<file path="config.mk">
export PLATFORM = sky130hd
export DESIGN_NAME = exe_stage
export DESIGN_NICKNAME = d
export VERILOG_FILES = /design/src/common/exe_pkg.sv /design/src/source/operand_forward.sv /design/src/source/alu.sv /design/src/source/branch_unit.sv /design/src/mul/mul_partial.sv /design/src/mul/mul_combine.sv /design/src/source/exe_stage.sv
export VERILOG_INCLUDE_DIRS = /design/src /design/src/common
export SDC_FILE = /design/constraint.sdc
export NUM_CORES = 2
export LEC_CHECK = 0
export BUFFER_PORTS_ARGS = -buffer_cell sky130_fd_sc_hd__buf_2
export CAP_MARGIN = 20
export CORE_MARGIN = 2
export CORE_UTILIZATION = 50
export DETAILED_ROUTE_END_ITERATION = 12
export GPL_ROUTABILITY_DRIVEN = 0
export PLACE_DENSITY = 0.67
export SKIP_LAST_GASP = 1
export SYNTH_ARGS = -nofsm -noshare
export SYNTH_HDL_FRONTEND = slang
export SYNTH_HIERARCHICAL = 1
export SYNTH_SLANG_ARGS = --single-unit
</file>
<file path="constraint.sdc">
create_clock -name clk -period 9.1 [get_ports clk]
set_clock_uncertainty 0.1 [all_clocks]
set_input_delay 1.82 -clock clk [delete_from_list [all_inputs] [get_ports clk]]
set_output_delay 1.82 -clock clk [all_outputs]
set_load 0.005 [all_outputs]
</file>
<file path="src/common/exe_macros.svh">
`ifndef EXE_MACROS_SVH
`define EXE_MACROS_SVH

// datapath and pc width
`define EXE_XLEN 32

// architectural register index
`define EXE_REG_AW 5

// operation word inside a micro-op, decoded per unit
`define EXE_OP_W 4

`endif

</file>
<file path="src/common/exe_pkg.sv">
`default_nettype none

`include "exe_macros.svh"

package exe_pkg;

    typedef enum logic [`EXE_OP_W-1:0] {
        ALU_ADD,
        ALU_SUB,
        ALU_SLT,
        ALU_SLTU,
        ALU_AND,
        ALU_OR,
        ALU_NOR,
        ALU_XOR,
        ALU_SLL,
        ALU_SRL,
        ALU_SRA,
        ALU_LUI
    } alu_op_t;

    typedef enum logic [`EXE_OP_W-1:0] {
        BR_JIRL,
        BR_B,
        BR_BL,
        BR_BEQ,
        BR_BNE,
        BR_BLT,
        BR_BGE,
        BR_BLTU,
        BR_BGEU
    } br_cond_t;

    typedef struct packed {
        logic                  high;
        logic                  sign;
        logic [`EXE_OP_W-3:0] pad;
    } mul_op_t;

    // op bits read differently per itype
    typedef union packed {
        alu_op_t  alu;
        br_cond_t br;
        mul_op_t  mul;
    } uop_op_u;

    typedef struct packed {
        logic alu;
        logic br;
        logic mul;
    } itype_t;

    typedef struct packed {
        itype_t  itype;
        logic    src2_imm;
        uop_op_u op;
    } uop_t;

    typedef struct packed {
        logic                    en;
        uop_t                    uop;
        logic [`EXE_REG_AW-1:0] rd;
        logic [`EXE_REG_AW-1:0] rj;
        logic [`EXE_REG_AW-1:0] rk;
        logic [`EXE_XLEN-1:0]   imm;
        logic [`EXE_XLEN-1:0]   pc;
    } issue_t;

    typedef struct packed {
        logic [`EXE_XLEN-1:0] s0;
        logic [`EXE_XLEN-1:0] s1;
    } src_pair_t;

    typedef struct packed {
        logic                    en;
        logic [`EXE_REG_AW-1:0] rd;
        logic [`EXE_XLEN-1:0]   data;
    } fwd_src_t;

    typedef struct packed {
        logic                    en;
        logic [`EXE_REG_AW-1:0] rd;
        logic [`EXE_XLEN-1:0]   data;
        logic [`EXE_XLEN-1:0]   pc;
    } wb_t;

    typedef struct packed {
        logic [`EXE_XLEN-1:0] hh;
        logic [`EXE_XLEN-1:0] hl;
        logic [`EXE_XLEN-1:0] lh;
        logic [`EXE_XLEN-1:0] ll;
        logic [`EXE_XLEN-1:0] adj;
        logic                 high;
    } mul_part_t;

    typedef struct packed {
        logic                 valid;
        logic                 taken;
        logic [`EXE_XLEN-1:0] pc;
        logic [`EXE_XLEN-1:0] correct_pc_next;
    } br_resolve_t;

endpackage

`default_nettype wire

</file>
<file path="src/source/operand_forward.sv">
`default_nettype none

`include "exe_macros.svh"

module operand_forward
    import exe_pkg::*;
(
    input  issue_t    lane0,
    input  issue_t    lane1,
    input  src_pair_t rf0,
    input  src_pair_t rf1,
    input  fwd_src_t  mid0,
    input  fwd_src_t  mid1,
    input  fwd_src_t  out0,
    input  fwd_src_t  out1,
    output src_pair_t ops0,
    output src_pair_t ops1
);

    // newest producer wins with mid before out and lane 1 before lane 0
    function automatic logic [`EXE_XLEN-1:0] fwd_pick(
        input logic [`EXE_REG_AW-1:0] addr,
        input logic [`EXE_XLEN-1:0]   rf_val,
        input fwd_src_t               m0,
        input fwd_src_t               m1,
        input fwd_src_t               o0,
        input fwd_src_t               o1
    );
        if (addr == '0) begin
            return '0;
        end else if (m1.en && m1.rd == addr) begin
            return m1.data;
        end else if (m0.en && m0.rd == addr) begin
            return m0.data;
        end else if (o1.en && o1.rd == addr) begin
            return o1.data;
        end else if (o0.en && o0.rd == addr) begin
            return o0.data;
        end
        return rf_val;
    endfunction

    assign ops0 = '{
        s0: fwd_pick(lane0.rj, rf0.s0, mid0, mid1, out0, out1),
        s1: fwd_pick(lane0.rk, rf0.s1, mid0, mid1, out0, out1)
    };

    assign ops1 = '{
        s0: fwd_pick(lane1.rj, rf1.s0, mid0, mid1, out0, out1),
        s1: fwd_pick(lane1.rk, rf1.s1, mid0, mid1, out0, out1)
    };

endmodule

`default_nettype wire

</file>
<file path="src/source/alu.sv">
`default_nettype none

`include "exe_macros.svh"

module alu
    import exe_pkg::*;
(
    input  alu_op_t              op,
    input  logic [`EXE_XLEN-1:0] a,
    input  logic [`EXE_XLEN-1:0] b,
    input  logic [`EXE_XLEN-1:0] imm,
    output logic [`EXE_XLEN-1:0] result
);

    logic [4:0] shamt;

    assign shamt = b[4:0];

    always_comb begin
        case (op)
            ALU_ADD:  result = a + b;
            ALU_SUB:  result = a - b;
            ALU_SLT:  result = {{(`EXE_XLEN-1){1'b0}}, $signed(a) < $signed(b)};
            ALU_SLTU: result = {{(`EXE_XLEN-1){1'b0}}, a < b};
            ALU_AND:  result = a & b;
            ALU_OR:   result = a | b;
            ALU_NOR:  result = ~(a | b);
            ALU_XOR:  result = a ^ b;
            ALU_SLL:  result = a << shamt;
            ALU_SRL:  result = a >> shamt;
            ALU_SRA:  result = $unsigned($signed(a) >>> shamt);
            // immediate arrives already shifted into the upper bits
            ALU_LUI:  result = imm;
            default:  result = '0;
        endcase
    end

endmodule

`default_nettype wire

</file>
<file path="src/source/branch_unit.sv">
`default_nettype none

`include "exe_macros.svh"

module branch_unit
    import exe_pkg::*;
(
    input  br_cond_t             cond,
    input  logic [`EXE_XLEN-1:0] pc,
    input  logic [`EXE_XLEN-1:0] pc_next,
    input  logic [`EXE_XLEN-1:0] imm,
    input  logic [`EXE_XLEN-1:0] a,
    input  logic [`EXE_XLEN-1:0] b,
    output logic                 taken,
    output logic [`EXE_XLEN-1:0] target_next,
    output logic [`EXE_XLEN-1:0] link,
    output logic                 mispredict
);

    logic [`EXE_XLEN-1:0] seq_pc;
    logic [`EXE_XLEN-1:0] target;
    logic                 is_call;

    assign seq_pc = pc + 4;

    always_comb begin
        case (cond)
            BR_JIRL,
            BR_B,
            BR_BL:   taken = 1'b1;
            BR_BEQ:  taken = (a == b);
            BR_BNE:  taken = (a != b);
            BR_BLT:  taken = ($signed(a) < $signed(b));
            BR_BGE:  taken = ($signed(a) >= $signed(b));
            BR_BLTU: taken = (a < b);
            BR_BGEU: taken = (a >= b);
            default: taken = 1'b0;
        endcase
    end

    // jirl is register relative, the rest pc relative
    assign target = (cond == BR_JIRL) ? a + imm : pc + imm;

    assign target_next = taken ? target : seq_pc;

    assign is_call = (cond == BR_BL) || (cond == BR_JIRL);

    // zero when nothing is linked, so the top can merge it
    assign link = is_call ? seq_pc : '0;

    assign mispredict = (target_next != pc_next);

endmodule

`default_nettype wire

</file>
<file path="src/mul/mul_partial.sv">
`default_nettype none

`include "exe_macros.svh"

module mul_partial
    import exe_pkg::*;
(
    input  logic [`EXE_XLEN-1:0] a,
    input  logic [`EXE_XLEN-1:0] b,
    input  mul_op_t              op,
    output mul_part_t            parts
);

    localparam int HALF = `EXE_XLEN / 2;

    logic [`EXE_XLEN-1:0] a_hi;
    logic [`EXE_XLEN-1:0] a_lo;
    logic [`EXE_XLEN-1:0] b_hi;
    logic [`EXE_XLEN-1:0] b_lo;
    logic                 signed_hi;

    // zero-extended halves keep every product unsigned
    assign a_hi = {{HALF{1'b0}}, a[`EXE_XLEN-1:HALF]};
    assign a_lo = {{HALF{1'b0}}, a[HALF-1:0]};
    assign b_hi = {{HALF{1'b0}}, b[`EXE_XLEN-1:HALF]};
    assign b_lo = {{HALF{1'b0}}, b[HALF-1:0]};

    assign signed_hi = op.sign && op.high;

    assign parts.hh = a_hi * b_hi;
    assign parts.hl = a_hi * b_lo;
    assign parts.lh = a_lo * b_hi;
    assign parts.ll = a_lo * b_lo;

    // a negative operand adds 2^32 times the other one to the unsigned product
    assign parts.adj = ((signed_hi && a[`EXE_XLEN-1]) ? b : '0)
                     + ((signed_hi && b[`EXE_XLEN-1]) ? a : '0);

    assign parts.high = op.high;

endmodule

`default_nettype wire

</file>
<file path="src/mul/mul_combine.sv">
`default_nettype none

`include "exe_macros.svh"

module mul_combine
    import exe_pkg::*;
(
    input  mul_part_t            parts,
    output logic [`EXE_XLEN-1:0] result
);

    localparam int HALF = `EXE_XLEN / 2;

    logic [2*`EXE_XLEN-1:0] prod;
    logic [`EXE_XLEN-1:0]   upper;

    // hh and ll do not overlap, so they sit side by side
    assign prod = {parts.hh, parts.ll}
                + ({{`EXE_XLEN{1'b0}}, parts.hl} << HALF)
                + ({{`EXE_XLEN{1'b0}}, parts.lh} << HALF);

    // signed fixup only touches the upper word
    assign upper = prod[2*`EXE_XLEN-1:`EXE_XLEN] - parts.adj;

    assign result = parts.high ? upper : prod[`EXE_XLEN-1:0];

endmodule

`default_nettype wire

</file>
<file path="src/source/exe_stage.sv">
`default_nettype none

`include "exe_macros.svh"

module exe_stage
    import exe_pkg::*;
(
    input  logic                 clk,
    input  logic                 rst_n,
    input  issue_t               lane0,
    input  issue_t               lane1,
    input  logic [`EXE_XLEN-1:0] lane0_pc_next,
    input  src_pair_t            rf0,
    input  src_pair_t            rf1,
    input  logic                 wb_flush,
    output wb_t                  wb0,
    output wb_t                  wb1,
    output br_resolve_t          br,
    output logic                 flush
);

    logic                 issue_ok;
    logic                 alu0_en;
    logic                 br_en;
    logic                 mul_en;
    logic                 alu1_en;
    logic                 link_en;
    src_pair_t            ops0;
    src_pair_t            ops1;
    fwd_src_t             mid0_src;
    fwd_src_t             mid1_src;
    fwd_src_t             out0_src;
    fwd_src_t             out1_src;
    logic [`EXE_XLEN-1:0] alu0_b;
    logic [`EXE_XLEN-1:0] alu1_b;
    logic [`EXE_XLEN-1:0] alu0_res;
    logic [`EXE_XLEN-1:0] alu1_res;
    logic [`EXE_XLEN-1:0] res0;
    logic                 br_taken;
    logic                 br_mispredict;
    logic [`EXE_XLEN-1:0] br_next;
    logic [`EXE_XLEN-1:0] br_link;
    mul_part_t            parts_d;
    mul_part_t            parts_q;
    logic [`EXE_XLEN-1:0] mul_res;
    wb_t                  mid0_q;
    wb_t                  mid1_q;
    logic                 mul_en_q;

    // bundle arriving right after a mispredict is on the wrong path
    assign issue_ok = !flush && !wb_flush;

    assign alu0_en = lane0.en && lane0.uop.itype.alu && issue_ok;
    assign br_en   = lane0.en && lane0.uop.itype.br && issue_ok;
    assign mul_en  = lane0.en && lane0.uop.itype.mul && issue_ok;
    assign alu1_en = lane1.en && lane1.uop.itype.alu && issue_ok;
    assign link_en = br_en && (lane0.uop.op.br == BR_BL || lane0.uop.op.br == BR_JIRL);

    assign alu0_b = lane0.uop.src2_imm ? lane0.imm : ops0.s1;
    assign alu1_b = lane1.uop.src2_imm ? lane1.imm : ops1.s1;

    assign mid0_src = '{en: mid0_q.en, rd: mid0_q.rd, data: mid0_q.data};
    assign mid1_src = '{en: mid1_q.en, rd: mid1_q.rd, data: mid1_q.data};
    assign out0_src = '{en: wb0.en, rd: wb0.rd, data: wb0.data};
    assign out1_src = '{en: wb1.en, rd: wb1.rd, data: wb1.data};

    operand_forward u_fwd (
        .lane0 (lane0),
        .lane1 (lane1),
        .rf0   (rf0),
        .rf1   (rf1),
        .mid0  (mid0_src),
        .mid1  (mid1_src),
        .out0  (out0_src),
        .out1  (out1_src),
        .ops0  (ops0),
        .ops1  (ops1)
    );

    alu u_alu0 (
        .op     (lane0.uop.op.alu),
        .a      (ops0.s0),
        .b      (alu0_b),
        .imm    (lane0.imm),
        .result (alu0_res)
    );

    alu u_alu1 (
        .op     (lane1.uop.op.alu),
        .a      (ops1.s0),
        .b      (alu1_b),
        .imm    (lane1.imm),
        .result (alu1_res)
    );

    branch_unit u_br (
        .cond        (lane0.uop.op.br),
        .pc          (lane0.pc),
        .pc_next     (lane0_pc_next),
        .imm         (lane0.imm),
        .a           (ops0.s0),
        .b           (ops0.s1),
        .taken       (br_taken),
        .target_next (br_next),
        .link        (br_link),
        .mispredict  (br_mispredict)
    );

    mul_partial u_mul0 (
        .a     (ops0.s0),
        .b     (ops0.s1),
        .op    (lane0.uop.op.mul),
        .parts (parts_d)
    );

    mul_combine u_mul1 (
        .parts  (parts_q),
        .result (mul_res)
    );

    // lane 0 mid data is zero unless an alu or link result is written
    assign res0 = alu0_en ? alu0_res : (link_en ? br_link : '0);

    always_ff @(posedge clk) begin
        parts_q <= parts_d;
    end

    always_ff @(posedge clk or negedge rst_n) begin
        if (!rst_n) begin
            mid0_q   <= '0;
            mid1_q   <= '0;
            mul_en_q <= 1'b0;
            wb0      <= '0;
            wb1      <= '0;
            br       <= '0;
            flush    <= 1'b0;
        end else begin
            mid0_q   <= '{en: alu0_en || link_en, rd: lane0.rd, data: res0, pc: lane0.pc};
            mid1_q   <= '{en: alu1_en, rd: lane1.rd, data: alu1_res, pc: lane1.pc};
            mul_en_q <= mul_en;
            wb0 <= '{
                en:   (mid0_q.en || mul_en_q) && !wb_flush,
                rd:   mid0_q.rd,
                data: mid0_q.data | (mul_en_q ? mul_res : '0),
                pc:   mid0_q.pc
            };
            // partner of a mispredicted branch never writes back
            wb1 <= '{
                en:   mid1_q.en && !flush && !wb_flush,
                rd:   mid1_q.rd,
                data: mid1_q.data,
                pc:   mid1_q.pc
            };
            br    <= '{valid: br_en, taken: br_taken, pc: lane0.pc, correct_pc_next: br_next};
            flush <= br_en && br_mispredict;
        end
    end

endmodule

`default_nettype wire

</file>
==> results_dict.tcl <==
set metrics [dict create \
    outcome "finished, violations left" \
    violations "design-rule violations" \
    ys_types 127 \
    core-area_mm2 0.163 \
    row_count 148 \
    ir_drop_v 0.000717 \
    clk_pin_slew_ns 0.06 \
    place_hpwl_um 262000 \
    grt_pass1_wl_um 497000 \
    place.port_buffers 543 \
    ys_seq_elements 477 \
    min_to "wb1[4]" \
    worstMarginPinSlew_ns 1.31 \
    ys_top_cells_by_area "fa_1 20%, ha_1 12%, dfrtp_1 9.6%" \
    reg2regPathDepth 30 \
    crit_required_ns 9.60 \
    power_density_mw_per_mm2 457 \
    min_period_ns 8.95 \
    hold_depth 0 \
    initialDrtViolationCount 12100 \
    cp-end-kind "flip-flop" \
    syn_inst 9837 \
    timing.rr.start "mid0_q[68]" \
    grtUsageTotal 0.387 \
    setup_tns_ns 0 \
    io_pins 546 \
    drive_gt1_frac 0.181 \
    startpoint_type "input port" \
    crit_type "in -> reg" \
    cts-htree-levels 2 \
    syn_area_per_cell_um2 8.37 \
    clock_latency_ns 0.71 \
    numCtsBuffers 56 \
    fp.dieH_um 410 \
    cp_top_family "adder cells" \
    synth_edf_count 0 \
    finalSetupViolCount 0 \
    slowest_stage "fa_1" \
    pre_cts_slack_ns -0.664 \
    firstDrtPassIters 13 \
    antenna_found_initial 45 \
    cts_root_buffer "clkbuf_16" \
    synth.most_common_cell "inv_1" \
    yosys_warnings 6 \
    synth_common_cells "1192 x inv_1, 1126 x nand2_1, 816 x fa_1, 772 x ha_1, 598 x and2_1" \
    yosysTopAreaCell "fa_1" \
    vias 82000 \
    start_util 0.505 \
    crit_path_frequent_cell "fa_1" \
    syn_to_final_growth_pct 15.9 \
    ctsHoldBuffers 0 \
    die-area_mm2 0.168 \
    critical_path_depth 31 \
    holdCritStartpoint "mid1_q[4]" \
    synthArstFlopShare 0.662 \
    reg2reg_slack_ns 0.90 \
    relSlewSlack 0.121 \
    layout_setup_ws_ns 0.152 \
    hold_violations 0 \
    cp.arrival_ns 9.44 \
    critical_path_buf_inv_count 8 \
    total_power_mw 43.6 \
    min_period_over_period 0.983 \
    clockBufferDepth 3 \
    cts_sinks 477 \
    dp_cells 12700 \
    synth_top_area_frac 0.198 \
    rsz0062_at_grt "yes" \
    max_freq_ghz 0.112 \
    viasPerCell 6.37 \
    whs_ns 0.243 \
    fin_cells 12900 \
    wire_per_inst_um 25.9 \
    yosysSeqAreaShare 0.135 \
    slew_viol_final 0 \
    drv_cap 0 \
    p_leak_nw 46.0 \
    crit_fanout 15 \
    fp.dieW_um 410 \
    syn_area_mm2 0.0824 \
    grt_pass1_vias 80400 \
    grt_start_max_net_pins 154 \
    r2r_end "parts_q[159]" \
    drc 26 \
    cts_tree "yes" \
    nets 12500 \
    synth-main-ff-cell "dfrtp_1" \
    grt_overflow 0 \
    syn-num-nets 11800 \
    ant_nets 0 \
    hold_path.class "reg -> reg" \
    wirelength_um 334000 \
    fillers 14400 \
    cpPeakStageDelay_ns 0.54 \
]
## state kept, by name (all words and copies together) (netlist names)
signal and count:
parts_q 161, mid0_q 70, mid1_q 70, wb0 70
wb1 70, br 34, flush 1, mul_en_q 1
## cell families after synthesis
kind of cell    count (synthesis)  share of synthesized area
buf+inv                      1878                     0.0905
xor+xnor                      373                     0.0398
simple gates                 2898                      0.170
flops                         477                      0.135
mux                           337                     0.0592
compound gates               2286                      0.190
fa+ha+maj                    1588                      0.316
## power by group
group / total (mW) / leakage (nW) / switching, mW / internal [mW]
logic: 37.8 / 39.9 / 20.7 / 17.1
clock network: 2.36 / 0.905 / 1.04 / 1.32
registers: 3.43 / 5.20 / 0.516 / 2.91
total: 43.6 / 46.0 / 22.3 / 21.4
## cell usage in the layout, fill, tap and decap left out, drive strengths merged, types with 138 or more instances in the layout
master,count
dfxtp,161
dfrtp,316
and2,600
inv,1229
xor2,139
a21o,189
xnor2,233
a21oi,503
a221oi,138
buf,1375
fa,816
nor2,528
ha,772
o21ai,547
nand2,1126
## layer usage
layer  track usage  up-vias  share of wire
li1              -    35100              -
met1         0.460    39400           0.35
met2         0.580     5853           0.42
met3         0.139     1611           0.14
met4         0.270       22          0.090
met5       0.00747        -        0.00052
## final cells by class
| type | instances | area (um2) | share of cell area |
|---|---|---|---|
| multi-input combinational | 7484 | 64800 | 0.679 |
| sequential | 477 | 11100 | 0.117 |
| timing repair buffer | 1377 | 10200 | 0.107 |
| inverter | 1226 | 4600 | 0.0482 |
| tap | 2175 | 2720 | 0.0285 |
| clock buffer | 70 | 1490 | 0.0157 |
| clock inverter | 32 | 413 | 0.00433 |
| antenna | 26 | 65.1 | 0.000682 |
## timing repair
action / in CTS / in global routing
pin swaps: 1 / 15
buffers inserted: 0 / 19
gates resized for setup: 1 / 21
cloned: 1 / 2
setup endpoints to repair: 1 / 33
## per-stage QoR
stage               cell area [um2]   util
finish                        95500  0.585
global route                  95400  0.585
CTS                           94900  0.582
detailed placement            93000  0.570
global placement              93000  0.570
floorplan                     82900      -
## worst max-delay path by stage
stage / startpoint / end
after floorplan: lane0[73] / parts_q[159]
after global placement: lane0[64] / parts_q[61]
after detailed placement: lane0[64] / parts_q[61]
after CTS: lane0[64] / parts_q[61]
after global routing: lane0[73] / parts_q[61]
final: lane0[73] / parts_q[159]
Power figures use the tool's default switching activity.
